===== config.mk =====
export PLATFORM = sky130hd
export DESIGN_NAME = axi_wr_stats
export DESIGN_NICKNAME = d
export VERILOG_FILES = /design/src/design/wr_stats_pkg.sv /design/src/design/axi_wr_stats.sv /design/src/design/stats_regfile.sv /design/src/design/stat_accum.sv /design/src/design/wr_event_decode.sv
export SDC_FILE = /design/constraint.sdc
export NUM_CORES = 1
export LEC_CHECK = 0
export BUFFER_PORTS_ARGS = -buffer_cell sky130_fd_sc_hd__buf_2
export CORE_MARGIN = 4
export CORE_UTILIZATION = 35
export DETAILED_ROUTE_END_ITERATION = 7
export PLACE_DENSITY = 0.51
export SLEW_MARGIN = 10
export SYNTH_ARGS = -nofsm -noshare
export SYNTH_HDL_FRONTEND = slang
export SYNTH_HIERARCHICAL = 1
export SYNTH_SLANG_ARGS = --single-unit

===== constraint.sdc =====
create_clock -name clk -period 3.15 [get_ports clk]
set_input_delay 0 -clock clk [delete_from_list [all_inputs] [get_ports clk]]
set_output_delay 0 -clock clk [all_outputs]
set_load 0.02 [all_outputs]

===== src/design/wr_stats_pkg.sv =====
package wr_stats_pkg;

  // ----------------------------------------
  // widths
  // ----------------------------------------
  localparam int stat_width      = 32;
  localparam int axi_data_width  = 32;
  localparam int strb_width      = axi_data_width / 8;
  localparam int axil_addr_width = 8;
  localparam int axil_data_width = 32;
  localparam int axil_strb_width = axil_data_width / 8;
  localparam int num_stats       = 12;

  typedef logic [stat_width-1:0] stat_t;
  typedef stat_t [num_stats-1:0] stat_vec_t;

  // statistic index, also the register slot
  // slots 0 to 4 count handshake events and bytes
  // slots 5 to 11 are the exclusive cycle bins, listed in priority order
  typedef enum logic [3:0] {
    aw_bursts = 4'd0,
    aw_bytes  = 4'd1,
    w_beats   = 4'd2,
    w_bytes   = 4'd3,
    b_errors  = 4'd4,
    idle      = 4'd5,
    stall     = 4'd6,
    b_stall   = 4'd7,
    b_lag     = 4'd8,
    slow_data = 4'd9,
    addr_lag  = 4'd10,
    data_lag  = 4'd11
  } stat_id_e;

  // ----------------------------------------
  // register map
  // ----------------------------------------
  // sum of stat i at i*8, max at i*8+4
  localparam logic [axil_addr_width-1:0] clear_addr = 8'hFC;

  localparam logic [1:0] resp_okay   = 2'b00;
  localparam logic [1:0] resp_slverr = 2'b10;

endpackage

===== src/design/axi_wr_stats.sv =====
module axi_wr_stats (
  input  logic                                     clk,
  input  logic                                     rst_n,

  // monitored write bus
  input  logic                                     awvalid,
  input  logic                                     awready,
  input  logic [7:0]                               awlen,
  input  logic [2:0]                               awsize,
  input  logic                                     wvalid,
  input  logic                                     wready,
  input  logic [wr_stats_pkg::strb_width-1:0]      wstrb,
  input  logic                                     wlast,
  input  logic                                     bvalid,
  input  logic                                     bready,
  input  logic [1:0]                               bresp,

  // register port
  input  logic [wr_stats_pkg::axil_addr_width-1:0] s_axil_awaddr,
  input  logic                                     s_axil_awvalid,
  output logic                                     s_axil_awready,
  input  logic [wr_stats_pkg::axil_data_width-1:0] s_axil_wdata,
  input  logic [wr_stats_pkg::axil_strb_width-1:0] s_axil_wstrb,
  input  logic                                     s_axil_wvalid,
  output logic                                     s_axil_wready,
  output logic                                     s_axil_bvalid,
  output logic [1:0]                               s_axil_bresp,
  input  logic                                     s_axil_bready,
  input  logic [wr_stats_pkg::axil_addr_width-1:0] s_axil_araddr,
  input  logic                                     s_axil_arvalid,
  output logic                                     s_axil_arready,
  output logic                                     s_axil_rvalid,
  output logic [wr_stats_pkg::axil_data_width-1:0] s_axil_rdata,
  output logic [1:0]                               s_axil_rresp,
  input  logic                                     s_axil_rready
);

  wr_stats_pkg::stat_vec_t            amount;
  logic [wr_stats_pkg::num_stats-1:0] hit;
  wr_stats_pkg::stat_vec_t            sums;
  wr_stats_pkg::stat_vec_t            maxes;
  logic                               stat_clear;

  wr_event_decode u_decode (
    .clk        (clk),
    .rst_n      (rst_n),
    .stat_clear (stat_clear),
    .awvalid    (awvalid),
    .awready    (awready),
    .awlen      (awlen),
    .awsize     (awsize),
    .wvalid     (wvalid),
    .wready     (wready),
    .wstrb      (wstrb),
    .wlast      (wlast),
    .bvalid     (bvalid),
    .bready     (bready),
    .bresp      (bresp),
    .amount     (amount),
    .hit        (hit)
  );

  // one accumulator per statistic
  for (genvar i = 0; i < wr_stats_pkg::num_stats; i++) begin : g_accum
    stat_accum u_accum (
      .clk    (clk),
      .rst_n  (rst_n),
      .clear  (stat_clear),
      .hit    (hit[i]),
      .amount (amount[i]),
      .sum    (sums[i]),
      .max    (maxes[i])
    );
  end

  stats_regfile u_regfile (
    .clk        (clk),
    .rst_n      (rst_n),
    .awaddr     (s_axil_awaddr),
    .awvalid    (s_axil_awvalid),
    .awready    (s_axil_awready),
    .wdata      (s_axil_wdata),
    .wstrb      (s_axil_wstrb),
    .wvalid     (s_axil_wvalid),
    .wready     (s_axil_wready),
    .bvalid     (s_axil_bvalid),
    .bresp      (s_axil_bresp),
    .bready     (s_axil_bready),
    .araddr     (s_axil_araddr),
    .arvalid    (s_axil_arvalid),
    .arready    (s_axil_arready),
    .rvalid     (s_axil_rvalid),
    .rdata      (s_axil_rdata),
    .rresp      (s_axil_rresp),
    .rready     (s_axil_rready),
    .sums       (sums),
    .maxes      (maxes),
    .stat_clear (stat_clear)
  );

endmodule


===== src/design/stats_regfile.sv =====
module stats_regfile (
  input  logic                                     clk,
  input  logic                                     rst_n,

  // write channels for the clear register
  input  logic [wr_stats_pkg::axil_addr_width-1:0] awaddr,
  input  logic                                     awvalid,
  output logic                                     awready,
  input  logic [wr_stats_pkg::axil_data_width-1:0] wdata,
  input  logic [wr_stats_pkg::axil_strb_width-1:0] wstrb,
  input  logic                                     wvalid,
  output logic                                     wready,
  output logic                                     bvalid,
  output logic [1:0]                               bresp,
  input  logic                                     bready,

  // read channels
  input  logic [wr_stats_pkg::axil_addr_width-1:0] araddr,
  input  logic                                     arvalid,
  output logic                                     arready,
  output logic                                     rvalid,
  output logic [wr_stats_pkg::axil_data_width-1:0] rdata,
  output logic [1:0]                               rresp,
  input  logic                                     rready,

  input  wr_stats_pkg::stat_vec_t                  sums,
  input  wr_stats_pkg::stat_vec_t                  maxes,
  output logic                                     stat_clear
);

  logic                                     ar_hs;
  logic                                     wr_hs;
  logic                                     wr_is_clear;
  logic [wr_stats_pkg::axil_addr_width-4:0] rd_idx;
  logic                                     rd_mapped;
  logic [wr_stats_pkg::axil_data_width-1:0] rd_value;

  // ----------------------------------------
  // read side
  // ----------------------------------------
  assign arready = !rvalid;
  assign ar_hs   = arvalid && arready;

  // bits [7:3] pick the statistic and bit 2 picks sum or max
  assign rd_idx    = araddr[wr_stats_pkg::axil_addr_width-1:3];
  assign rd_mapped = (araddr[1:0] == 2'b00) && (rd_idx < wr_stats_pkg::num_stats);

  always_comb begin
    rd_value = '0;
    if (rd_mapped) begin
      rd_value = araddr[2] ? maxes[rd_idx] : sums[rd_idx];
    end
  end

  always_ff @(posedge clk) begin
    if (!rst_n) begin
      rvalid <= 1'b0;
    end else if (ar_hs) begin
      rvalid <= 1'b1;
    end else if (rready) begin
      rvalid <= 1'b0;
    end
  end

  // latched at the address handshake and held through back-pressure
  always_ff @(posedge clk) begin
    if (ar_hs) begin
      rdata <= rd_value;
      rresp <= rd_mapped ? wr_stats_pkg::resp_okay : wr_stats_pkg::resp_slverr;
    end
  end

  // ----------------------------------------
  // write side
  // ----------------------------------------
  assign awready = !bvalid;
  assign wready  = !bvalid;
  assign wr_hs   = awvalid && wvalid && !bvalid;

  // the address alone selects the clear register
  assign wr_is_clear = (awaddr == wr_stats_pkg::clear_addr);

  always_ff @(posedge clk) begin
    if (!rst_n) begin
      bvalid     <= 1'b0;
      stat_clear <= 1'b0;
    end else begin
      stat_clear <= wr_hs && wr_is_clear && (wstrb != '0);
      if (wr_hs) begin
        bvalid <= 1'b1;
      end else if (bready) begin
        bvalid <= 1'b0;
      end
    end
  end

  always_ff @(posedge clk) begin
    if (wr_hs) begin
      bresp <= wr_is_clear ? wr_stats_pkg::resp_okay : wr_stats_pkg::resp_slverr;
    end
  end

endmodule


===== src/design/stat_accum.sv =====
module stat_accum (
  input  logic                clk,
  input  logic                rst_n,
  input  logic                clear,
  input  logic                hit,
  input  wr_stats_pkg::stat_t amount,
  output wr_stats_pkg::stat_t sum,
  output wr_stats_pkg::stat_t max
);

  // ----------------------------------------
  // running total
  // ----------------------------------------
  // wraps silently at the top of the range
  always_ff @(posedge clk) begin
    if (!rst_n || clear) begin
      sum <= '0;
    end else if (hit) begin
      sum <= sum + amount;
    end
  end

  // ----------------------------------------
  // running maximum
  // ----------------------------------------
  // for unit counts this ends up as an ever-happened flag,
  // for byte counts it holds the largest single burst or beat
  always_ff @(posedge clk) begin
    if (!rst_n || clear) begin
      max <= '0;
    end else if (hit && amount > max) begin
      max <= amount;
    end
  end

endmodule


===== src/design/wr_event_decode.sv =====
module wr_event_decode (
  input  logic                                clk,
  input  logic                                rst_n,
  input  logic                                stat_clear,

  // monitored write bus, observe only
  input  logic                                awvalid,
  input  logic                                awready,
  input  logic [7:0]                          awlen,
  input  logic [2:0]                          awsize,
  input  logic                                wvalid,
  input  logic                                wready,
  input  logic [wr_stats_pkg::strb_width-1:0] wstrb,
  input  logic                                wlast,
  input  logic                                bvalid,
  input  logic                                bready,
  input  logic [1:0]                          bresp,

  output wr_stats_pkg::stat_vec_t             amount,
  output logic [wr_stats_pkg::num_stats-1:0]  hit
);

  logic                              aw_hs;
  logic                              w_hs;
  logic                              w_last_hs;
  logic                              b_hs;

  logic [7:0]                        aw_open;
  logic [7:0]                        w_open;
  logic                              w_in_progress;

  wr_stats_pkg::stat_t               strb_count;
  wr_stats_pkg::stat_vec_t           amount_d;
  logic [wr_stats_pkg::num_stats-1:0] hit_d;

  assign aw_hs     = awvalid && awready;
  assign w_hs      = wvalid && wready;
  assign w_last_hs = w_hs && wlast;
  assign b_hs      = bvalid && bready;

  // ----------------------------------------
  // outstanding transaction tracking
  // ----------------------------------------
  // aw_open: address accepted, response not yet taken
  // w_open: last data beat accepted, response not yet taken
  always_ff @(posedge clk) begin
    if (!rst_n || stat_clear) begin
      aw_open <= 8'd0;
      w_open  <= 8'd0;
    end else begin
      aw_open <= aw_open + 8'(aw_hs) - 8'(b_hs);
      w_open  <= w_open + 8'(w_last_hs) - 8'(b_hs);
    end
  end

  // a burst counts as begun once its first beat is presented
  always_ff @(posedge clk) begin
    if (!rst_n) begin
      w_in_progress <= 1'b0;
    end else if (wvalid) begin
      w_in_progress <= !(wready && wlast);
    end
  end

  // bytes enabled on this beat
  always_comb begin
    strb_count = '0;
    for (int i = 0; i < wr_stats_pkg::strb_width; i++) begin
      strb_count = strb_count + wr_stats_pkg::stat_t'(wstrb[i]);
    end
  end

  // ----------------------------------------
  // per-cycle classification
  // ----------------------------------------
  always_comb begin
    // every statistic counts by one except the byte totals
    amount_d = '0;
    for (int i = 0; i < wr_stats_pkg::num_stats; i++) begin
      amount_d[i] = wr_stats_pkg::stat_t'(1);
    end
    amount_d[wr_stats_pkg::aw_bytes] =
      (wr_stats_pkg::stat_t'(awlen) + wr_stats_pkg::stat_t'(1)) << awsize;
    amount_d[wr_stats_pkg::w_bytes] = strb_count;

    hit_d = '0;
    hit_d[wr_stats_pkg::aw_bursts] = aw_hs;
    hit_d[wr_stats_pkg::aw_bytes]  = aw_hs;
    hit_d[wr_stats_pkg::w_beats]   = w_hs;
    hit_d[wr_stats_pkg::w_bytes]   = w_hs;
    hit_d[wr_stats_pkg::b_errors]  = b_hs && (bresp != wr_stats_pkg::resp_okay);

    // exclusive bins, first match wins
    if (aw_open == 8'd0 && w_open == 8'd0 && !w_in_progress && !awvalid && !wvalid) begin
      hit_d[wr_stats_pkg::idle] = 1'b1;
    end else if (wvalid && !wready) begin
      hit_d[wr_stats_pkg::stall] = 1'b1;
    end else if (bvalid && !bready) begin
      hit_d[wr_stats_pkg::b_stall] = 1'b1;
    end else if (w_open != 8'd0 && !wvalid && !bvalid) begin
      hit_d[wr_stats_pkg::b_lag] = 1'b1;
    end else if (w_in_progress && !wvalid) begin
      hit_d[wr_stats_pkg::slow_data] = 1'b1;
    end else if (awvalid && !awready) begin
      hit_d[wr_stats_pkg::addr_lag] = 1'b1;
    end else if (aw_open != 8'd0 && !w_in_progress && !wvalid) begin
      hit_d[wr_stats_pkg::data_lag] = 1'b1;
    end
  end

  // one cycle of latency into the accumulators
  always_ff @(posedge clk) begin
    if (!rst_n || stat_clear) begin
      hit <= '0;
    end else begin
      hit <= hit_d;
    end
  end

  always_ff @(posedge clk) begin
    amount <= amount_d;
  end

endmodule


After elaboration in Yosys (flattened, before gate mapping)
Index checks and enable logic that the tools add are counted.

storage, ports and cells
  flip-flop bits (word level) = 590
  bits of input ports = 83
  output and inout bits = 41
  logic and storage cells = 159

operators by class
  $add $sub $neg = 20
  $lt $le $gt $ge = 14
  equal/unequal tests = 1
  shift-type cells = 1
  multiplexer cells = 18
  reductions and logical operators = 63

operator list
  operator                                                              number
  32-bit by 1-bit adder with 32-bit output, second input constant       10
  32-bit binary-select mux with 4-bit select                            2
  32-bit two-way mux                                                    3
  32-bit by 1-bit adder with 32-bit output                              2
  32-bit adder                                                          2
  32-bit greater-than comparator                                        2
  1-bit logical AND                                                     36
  32-bit by 3-bit left shift with 32-bit output                         1
  8-bit by 1-bit adder with 8-bit output                                2
  8-bit logical NOT                                                     2
  8-bit nonzero test                                                    2
  8-bit by 1-bit subtractor with 8-bit output                           2
  1-bit logical NOT                                                     11
  1-bit two-way mux                                                     11
  1-bit greater-than comparator, first input constant                   10
  8-bit by 1-bit adder with 9-bit output, second input constant         1
  8-bit == test, second input constant                                  1
  7-bit OR reduction                                                    1
  2-bit nonzero test                                                    3
  6-bit OR reduction                                                    1
  5-bit by 4-bit < comparator with 1-bit output, second input constant  1
  5-bit < comparator, second input constant                             1
  5-bit OR reduction                                                    1
  2-bit two-way mux                                                     2
  other kinds (7)                                                       7

Depth between registers and ports, before layout
Gate-level depths: netlist of run 1.

  word-level depth = 6
  gate-level depth with buffers = 13

Cells and area by module
The synthesis of run 1 kept the hierarchy.

modules (own cells, without submodules)
  module                               times used  cells each  area an instance (um^2)  sequential area each (um^2)
  stat_accum (g_accum[0].u_accum ...)  9           583         4780.8                   1281.2
  stats_regfile                        1           663         7677.4                   1081.0
  stat_accum (g_accum[9].u_accum)      1           769         5716.7                   1281.2
  wr_event_decode                      1           683         5486.5                   920.9
  stat_accum (g_accum[1].u_accum)      1           632         4959.8                   1281.2
  stat_accum (g_accum[11].u_accum)     1           563         4588.2                   1281.2

Worst setup path after synthesis of run 1
Ideal clock, no wire load.

  path type = register to register
  start = register g_accum[11].u_accum.sum[0]
  end = register g_accum[11].u_accum.sum[26]
  arrival = 2.325 ns
  data required time = 3.027 ns
  slack = 0.702 ns
  cell stages (with the launch flop) = 12
  path buffers = 0
  period minus slack after synthesis = 2.448 ns
  cell sequence = dfxtp_1 ha_1 fa_1 a21o_1 nand4_1 a21oi_1 o31a_1 a31o_2 a31oi_1 o21ai_0 xnor2_1 o21ai_0

on the way
  cells in the longest elaborated chain, start to end = 1

ends and longest elaborated chain
  element                                   RTL line          source
  start, declared                           stat_accum.sv:7   output wr_stats_pkg::stat_t sum,
  start signal, assigned                    stat_accum.sv:19  sum <= sum + amount;
  32-bit by 1-bit adder with 32-bit output  stat_accum.sv:19

Every way passes these cells.
A chain may end at the register's enable or synchronous reset.

Worst setup path in the final report of run 1
  start = register g_accum[4].u_accum.sum[0]
  end = register g_accum[4].u_accum.sum[18]

on the way
  cells in the longest elaborated chain, start to end = 1

ends and longest elaborated chain
  element                                   RTL line
  start, declared                           stat_accum.sv:7
  start signal, assigned                    stat_accum.sv:19
  32-bit by 1-bit adder with 32-bit output  stat_accum.sv:19

Every way passes these cells.

==> results.md, run 1 <==
- Counting flops with a built-in enable in the synthesized netlist gives 34.
- On the final layout, the worst clock skew is 0.0467 ns.
- Entering global routing, the biggest net connects 71 pins.
- Dividing the detail-routed via count by the number of cells gives ~5.6.
- The path class of the tightest hold or removal check is input port to flip-flop.
- The number of different library cells used by synthesis comes to 117.
- The standard cell core area is 203000 um^2.
- The number of pins with negative max-slew slack in the final report is 33.
- The total wire length after detailed routing is 247000 um.
- In this run the tightest slew margin relative to its limit is -0.120.
- The wire-length estimate of the detail-placed layout is between 150000 and 200000 um.
- The flow ran to the end, but the final reports show violations.
- The clock tree buffer depth is 3.
- The primary flip-flop cell chosen by synthesis mapping is sky130_fd_sc_hd__dfxtp_1.
- The final estimated routing congestion in global placement is 1.14.
- TritonCTS created 111 clock buffers.
- The routed design could run at a clock period as short as 2.89 ns.
- The initial utilization of the core area, before any placement, comes to 0.353.
- The area of all placed cells without fillers is 77700 um^2.
- The family with the most delay on the worst path is compound AO/OA/AOI/OAI gates.
- The die area is 211000 um^2.
- between 100 and 150 I/O pins were placed.
- The number of antenna-violating nets in the routed design is 0.
- The final setup violation count is 0.
- The insertion delay of the later-clocked pin in the worst-skew pair is 0.78 ns.
- The critical path goes through ha_1, fa_1, a211oi_1, o211ai_1, nand2_1, o21ai_1, o21ai_0, a21o_1, xor2_1, a211oi_1.
- The initial antenna violation count is 26.
- Of all nets on the critical path, the largest fanout is 4.
- In this run the horizontal extent of the chip is 460 um.
- After detailed routing, the average wire length per cell comes to approximately 22 um.
- The static leakage is 31.9 nW.
- Once layout is complete, the cells apart from fillers number around 11000.
- Counting flops and latches in the post-synthesis netlist gives roughly 850.
- The length of routed met2 wiring is ~110000 um.
- Counting every instance in the synthesized netlist gives 8557.
- Gates resized during post-CTS repair numbered 0.
- The post-placement worst setup slack is 0.315 ns.
- The sink count of the clock tree is 851.
- The achievable clock frequency is 347 MHz.
- Of the available clock period, the critical path in the final layout requires 0.916.
- The critical path is of the flip-flop to flip-flop type.
- Setup repair after global routing left no endpoint under its margin.
- After detailed routing, the number of remaining DRC violations is 0.
- The combined area of all synthesized cells is 71500 um^2.
- The fraction of the yosys area taken by sequential cells is 0.243.
- Counting both buffers and inverters, the worst setup path holds a total of 0.
- In this run the power density over the cells is 416 nW/um^2.
- The number of levels in the clock H-tree is 3.
- The top metal layer carrying routed signals is met5.
- Yosys attributes the largest share of cell area to sky130_fd_sc_hd__dfxtp_1, sky130_fd_sc_hd__ha_1, sky130_fd_sc_hd__mux2i_1.
- The via count of the first global-routing pass is 59700.
- The detailed router finished its first iteration with 5086 violations.
- The total overflow left after global routing is 0.
- The data arrival time of the critical path is ~3.5 ns.
- The first global-routing pass estimated 367000 um of wire.
- The routed layout has 63400 vias.
- The measured slew at the worst slew-check pin is around 1.7 ns.
- The cell area reported after detailed placement is 73300 um^2.
- In the final timing run, aggregate negative setup slack is 0 ns.
- The share of flip-flops with an asynchronous set or reset after synthesis is 0.
- The floorplan has 165 rows.
- By instance count, the cell type seen most on the critical path is sky130_fd_sc_hd__a211oi_1.
- The cell accounting for the most synthesized area is sky130_fd_sc_hd__dfxtp_1.
- The worst ir drop on vdd is 422 uV.
- The final reports fail on slew limit.
- The clock-pin slew of the registers on the worst-case setup and hold paths is 0.06 ns.
- The area added between synthesis and finish is 8.77%.
- Across the run, the number of max-cap violations was 0.
- The post-CTS setup repair buffer count is 0.
- The share of cells above drive strength 1 is 0.0936.
- The final layout contains approximately 9400 nets.
- STA puts the critical path data required time at ~3.8 ns.
- The slowest stage of the critical path belongs to the cell sky130_fd_sc_hd__fa_1.
- The worst setup path is captured at a flip-flop.
- After detailed placement, the design holds a cell count of ~11000.
- The final hold violation count was 0.
- The number of warnings issued by yosys is 6.
- The number of port buffers is between 80 and 90.
- TritonCTS built the clock tree.
- The kind of start point of the critical path is a flip-flop.
- For this block, wires on met1 add up to roughly 120000 um.
- The worst path setup slack after routing is 0.264 ns.
- The met3 wirelength from detailed routing is ~14000 um.
- The synthesized area per cell is 8.35 um^2.
- The highest cell delay on the worst timing path is 0.43 ns.
- The count of TritonRoute iterations in the first routing pass is 6.
- The global-route usage over all layers is 0.225.
- The overall die height is 460 um.
- The area share of the largest cell type after synthesis is 0.229.
- The clock tree root driver cell is sky130_fd_sc_hd__clkbuf_16.
[registers in the layout (all words and copies together), names as in the netlist, 8 cells and up]
| signal | flops |
|---|---|
| u_decode/w_open | 8 |
| g_accum.u_accum/max | 384 |
| u_decode/aw_open | 8 |
| u_regfile/rdata | 32 |
| u_decode/amount | 19 |
| g_accum.u_accum/sum | 384 |
| u_decode/hit | 10 |
[power breakdown]
part | total, mW | internal [mW] | switching [mW]
Sequential | 11.7 | 11.3 | 0.460
Combinational | 7.11 | 2.77 | 4.35
Clock | 13.5 | 7.93 | 5.52
Total | 32.3 | 22.0 | 10.3
[stage by stage]
| step | utilization | hold slack [ns] | power (mW) |
|---|---|---|---|
| after floorplan | - | 0.122 | 17.2 |
| after global placement | 0.362 | 0.236 | 18.6 |
| after detailed placement | 0.362 | 0.250 | 18.6 |
| after CTS | 0.384 | 0.0424 | 32.4 |
| after global routing | 0.384 | 0.109 | 33.9 |
| final | 0.384 | 0.137 | 32.3 |
[logic make-up after synthesis]
family | after synthesis | share of synthesized area
and+or+nand+nor | 2393 | 0.164
AOI/OAI and AO/OA | 2382 | 0.228
DFF | 851 | 0.243
muxes | 503 | 0.0875
xor gates and xnor gates | 292 | 0.0358
other | 3 | 0.000158
buffers and inverters | 1339 | 0.101
adders and majority gates | 794 | 0.141
[synthesized netlist by cell type (all sizes together) (56+ instances only)]
library cell	count
a31oi	87
xor2	107
o211ai	73
nand3	629
o21a	67
and3	95
a21o	328
buf	466
a22oi	66
a211oi	97
inv	491
nand2b	56
nor2	507
o31ai	343
dfxtp	817
o21bai	77
ha	779
o21ai	361
mux2i	405
nand2	524
xnor2	185
nor3	149
clkbuf	380
mux4	96
a21oi	547
nand4	164
nor2b	61
[placed cells by master, fill, tap and decap left out, types with 107 or more instances in the layout]
cell type,Yosys,final
sky130_fd_sc_hd__inv_1,491,491
sky130_fd_sc_hd__o31ai_1,343,343
sky130_fd_sc_hd__o21ai_0,344,344
sky130_fd_sc_hd__xnor2_1,185,185
sky130_fd_sc_hd__xor2_1,107,107
sky130_fd_sc_hd__a21oi_1,538,538
sky130_fd_sc_hd__conb_1,3,367
sky130_fd_sc_hd__mux2i_1,405,405
sky130_fd_sc_hd__nand3_1,627,627
sky130_fd_sc_hd__buf_4,397,175
sky130_fd_sc_hd__a21o_1,317,317
sky130_fd_sc_hd__ha_1,779,779
sky130_fd_sc_hd__nand4_1,163,163
sky130_fd_sc_hd__dfxtp_1,817,807
sky130_fd_sc_hd__clkbuf_16,0,113
sky130_fd_sc_hd__nand2_1,523,523
sky130_fd_sc_hd__nor2_1,498,497
sky130_fd_sc_hd__nor3_1,149,149
[per-layer routing]
metal,up-vias,global-route usage
li1,31000,-
met1,30500,0.314
met2,1559,0.347
met3,334,0.0269
met4,2,0.0992
met5,-,0
[worst paths after layout]
path / cells after the start / startpoint / end / slack [ns]
max: 10 / g_accum[4].u_accum/sum[0] / g_accum[4].u_accum/sum[18] / 0.26
min: 3 / wready / u_decode/hit[3] / 0.14
max reg2reg: 10 / g_accum[4].u_accum/sum[0] / g_accum[4].u_accum/sum[18] / 0.26
min reg2reg: 2 / g_accum[0].u_accum/sum[31] / g_accum[0].u_accum/sum[31] / 0.47
[layout make-up]
class,count,area [um^2]
antenna,8,20.0
clock buffer,153,3180
clock inverter,50,612
fill,20800,125000
inverter,492,1850
multi-input combinational,6731,48500
sequential,851,17400
tap,2672,3340
timing repair buffer,345,2820
[worst register-to-register path: stages, from the launching register on]
cell	delay, ns
sky130_fd_sc_hd__dfxtp_1	0.35
sky130_fd_sc_hd__ha_1	0.23
sky130_fd_sc_hd__fa_1	0.43
sky130_fd_sc_hd__a211oi_1	0.39
sky130_fd_sc_hd__o211ai_1	0.25
sky130_fd_sc_hd__nand2_1	0.20
sky130_fd_sc_hd__o21ai_1	0.19
sky130_fd_sc_hd__o21ai_0	0.27
sky130_fd_sc_hd__a21o_1	0.17
sky130_fd_sc_hd__xor2_1	0.07
sky130_fd_sc_hd__a211oi_1	0.25
[timing repair]
action,CTS,global route
hold buffers,58,0
setup endpoints to repair,0,0
hold endpoints to repair,95,0
Note: power is estimated with default switching activity, not from simulation.
==> run 2: changes to the inputs <==
Settings changed: BUFFER_PORTS_ARGS -buffer_cell sky130_fd_sc_hd__buf_2 to -buffer_cell sky130_fd_sc_hd__buf_4, CTS_BUF_LIST set to sky130_fd_sc_hd__clkbuf_8.
==> run 2 against run 1 <==
Clock-buffer cell count rose by 77; sequential power barely moved; combinational power rose by 1%; register-to-register slack got worse by 0.05 ns; highest routed layer unchanged; worst setup slack got worse by 0.048 ns; total power fell by 2.1%; the run still ends with slew limit left; die area did not move; critical path type unchanged; sequential share of layout area fell by 0.14 points.
==> results.md, run 2 (synthesis gave the netlist of run 1 again) <==
- The run finished, with violations left.
- The checks that failed: slew limit.
- The depth of the worst hold-timing path was 5 (+2).
- The via count of the first global-routing pass came to 60700 (+1.6%).
- The average wire per standard cell came to 21.6 um (-0.91%).
- The overall die height was 460 um (unchanged).
- The total wire length after detailed routing is 248000 um (+0.56%).
- The worst ir drop on vdd is 433 uV (+2.7%).
- The insertion delay of the later-clocked pin in the worst-skew pair is 0.94 ns (+0.16 ns).
- The estimated wirelength of the detail-placed design is 196000 um (+0.53%).
- The achievable clock frequency is 341 MHz (-1.6%).
- The signal on the critical path passes through ha_1, fa_1, a211oi_1, o211ai_1, nand2_1, o21ai_1, o21ai_0, a21o_1, xor2_1, a211oi_1.
- In the layout the commonest cells are sky130_fd_sc_hd__dfxtp_1, sky130_fd_sc_hd__ha_1, sky130_fd_sc_hd__nand3_1, sky130_fd_sc_hd__inv_1, sky130_fd_sc_hd__a21oi_1.
- The sum of overflow across all layers after global routing was 0 (unchanged).
- The highest cell delay on the worst timing path is 0.45 ns (+0.02 ns).
- In this design, the critical path's most frequently occurring cell is sky130_fd_sc_hd__a211oi_1.
- The final core utilization is 0.386 (+0.00246).
- The final estimated routing congestion in global placement is 1.06 (-6.9%).
- The worst path setup slack after routing is 0.217 ns (-0.0478 ns).
- The critical-path cell with the highest stage delay is sky130_fd_sc_hd__o21ai_1.
- The number of levels in the clock H-tree is 4 (+1).
- The CTS tree is built.
- STA classifies the critical path startpoint as a flip-flop.
- The global-route usage over all layers came to 0.227 (+0.00210).
- The clock-pin slew of the registers on the worst-case setup and hold paths is 0.06 ns (about the same).
- The post-placement worst setup slack is 0.312 ns (-0.00328 ns).
- The DRC violations left is 0 (unchanged).
- The initial antenna violation count came to 17 (-35%).
- The die area is 211000 um^2 (unchanged).
- The largest registers in the layout are g_accum.u_accum/max: 384 flops, g_accum.u_accum/sum: 384 flops, u_regfile/rdata: 32 flops.
- The wire length of the first global-routing pass was 370000 um (+0.77%).
- The final hold violation count is 0 (unchanged).
- The standard cell core area is 203000 um^2 (unchanged).
- The sink count of the clock tree was 851 (unchanged).
- The routed via count is 63900 (+0.71%).
- CTS placed an instance of sky130_fd_sc_hd__clkbuf_8 at the clock tree root.
- The pin count of the biggest net entering global routing is 75 (+5.6%).
- The worst clock skew is 0.0594 ns (+0.0126 ns).
- The clock tree buffer depth is 3 (unchanged).
- The worst-path maximum fanout is 4 (unchanged).
- The register cell area after layout is 17400 um^2 (unchanged).
- The measured slew at the worst slew-check pin is 1.68 ns (+0.00651 ns).
- The starting DRC count in detailed routing was 5391 (+6.0%).
- The number of pins with negative max-slew slack in the final report is 33 (unchanged).
- The critical path data required time came to 3.97 ns (+0.16 ns).
- The destination of the worst register-to-register timing path is g_accum[10].u_accum/sum[18].
- The worst relative slew slack is -0.124 (-0.00436).
- The via-per-instance ratio is 5.57 (-0.76%).
- The number of buffers added by the clock tree synthesis step came to 180 (+62%).
- The setup TNS after final layout was 0 ns (unchanged).
- The share of cells above drive strength 1 is 0.103 (+0.00929).
- The final-layout fill cell count is 20700 (-0.42%).
- The worst register-to-register path begins at g_accum[10].u_accum/sum[0].
- The net count of the finished layout is 9519 (+1.2%).
- The worst setup path is captured at a flip-flop.
- The power per standard cell area is 405 nW/um^2 (-2.7%).
- The buffers plus inverters on the worst setup path is 0 (unchanged).
- The critical path is of the flip-flop to flip-flop type.
- The initial standard-cell utilization of the core is 0.353 (unchanged).
- The worst hold path begins at wvalid.
- The static leakage is 32.4 nW (+1.7%).
- The number of top-level design ports is 124 (unchanged).
- The library cell used most frequently in the layout, excluding fill and tap cells, is sky130_fd_sc_hd__dfxtp_1.
- Setup repair after global routing left no endpoint under its margin.
- The count of TritonRoute iterations in the first routing pass is 6 (unchanged).
- The final setup violation count is 0 (unchanged).
- The width of the die is 460 um (unchanged).
- Broken down by cell family, the worst path's largest delay share belongs to compound AO/OA/AOI/OAI gates.
- The minimum setup slack among reg-to-reg paths is 0.22 ns (-0.05 ns).
- The area added between synthesis and finish is 9.47%.
- The max-cap violation count is 0 (unchanged).
- The path with the worst hold slack has its endpoint at u_decode/hit[10].
- The number of antenna-violating nets in the routed design is 0 (unchanged).
- The post-cts gate resize count came to 0 (unchanged).
- The final period demand of the worst path is 2.93 ns (+0.0478 ns).
- The cell row count is 165 (unchanged).
- The share of the clock period used by the worst path is 0.931 (+0.0152).
- The number of port buffers is 89 (unchanged).
- The data arrival time of the critical path was 3.75 ns (+0.21 ns).
- The worst min-delay path category is input port to flip-flop.
- The count of cells along the worst register-to-register path is 10 (unchanged).
- The combined area of the multi-input logic cells is 48500 um^2 (unchanged).
-- run 2: final cells by class --
cell class | instances | area share
timing repair buffer | 386 | 0.0427
multi-input combinational | 6731 | 0.620
tap | 2672 | 0.0427
clock buffer | 230 | 0.0405
inverter | 492 | 0.0236
antenna | 11 | 0.000352
clock inverter | 96 | 0.00761
sequential | 851 | 0.222
-- run 2: metrics by stage --
stage | hold WS, ns | total power [mW] | std cells | area, um^2
after global routing | 0.107 | 33.3 | 11500 | 78200
after floorplan | 0.122 | 17.2 | 8921 | 72800
final | 0.161 | 31.6 | 11500 | 78200
after CTS | 0.00409 | 31.7 | 11500 | 78200
after detailed placement | 0.241 | 18.7 | 11000 | 73500
after global placement | 0.233 | 18.6 | 11000 | 73500
-- run 2: worst max-delay path by stage --
stage                                     from  slack (ns)  depth (start not counted)                     endpoint
finish              g_accum[10].u_accum/sum[0]        0.22                         10  g_accum[10].u_accum/sum[18]
floorplan           g_accum[11].u_accum/sum[0]        0.70                         11  g_accum[11].u_accum/sum[26]
global placement    g_accum[11].u_accum/sum[0]        0.28                         11  g_accum[11].u_accum/sum[30]
detailed placement  g_accum[11].u_accum/sum[0]        0.31                         11  g_accum[11].u_accum/sum[30]
CTS                 g_accum[11].u_accum/sum[0]        0.25                         11  g_accum[11].u_accum/sum[30]
global route         g_accum[8].u_accum/sum[0]        0.03                         10   g_accum[8].u_accum/sum[18]
-- run 2: power breakdown --
part / switching, mW / internal [mW] / leakage (nW)
Combinational: 4.37 / 2.82 / 23.3
Clock: 5.74 / 6.97 / 2.17
Sequential: 0.458 / 11.3 / 6.97
Total: 10.6 / 21.1 / 32.4
-- run 2: what timing repair did --
item / in CTS / in global routing
hold endpoints to repair: 236 / 0
hold buffers: 91 / 0
buffers inserted: 0 / 0
-- run 2: tightest hold or removal path: cells and delay by family --
kind,cells,cell delay (ns)
buf+inv,3,0.84
simple gates,2,0.20
-- run 2: per-layer routing --
layer,global-route usage,share of wire,up-vias
li1,-,-,31200
met1,0.315,0.47,30500
met2,0.354,0.44,1766
met3,0.0294,0.054,358
met4,0.0933,0.043,2
met5,0,0.000052,-
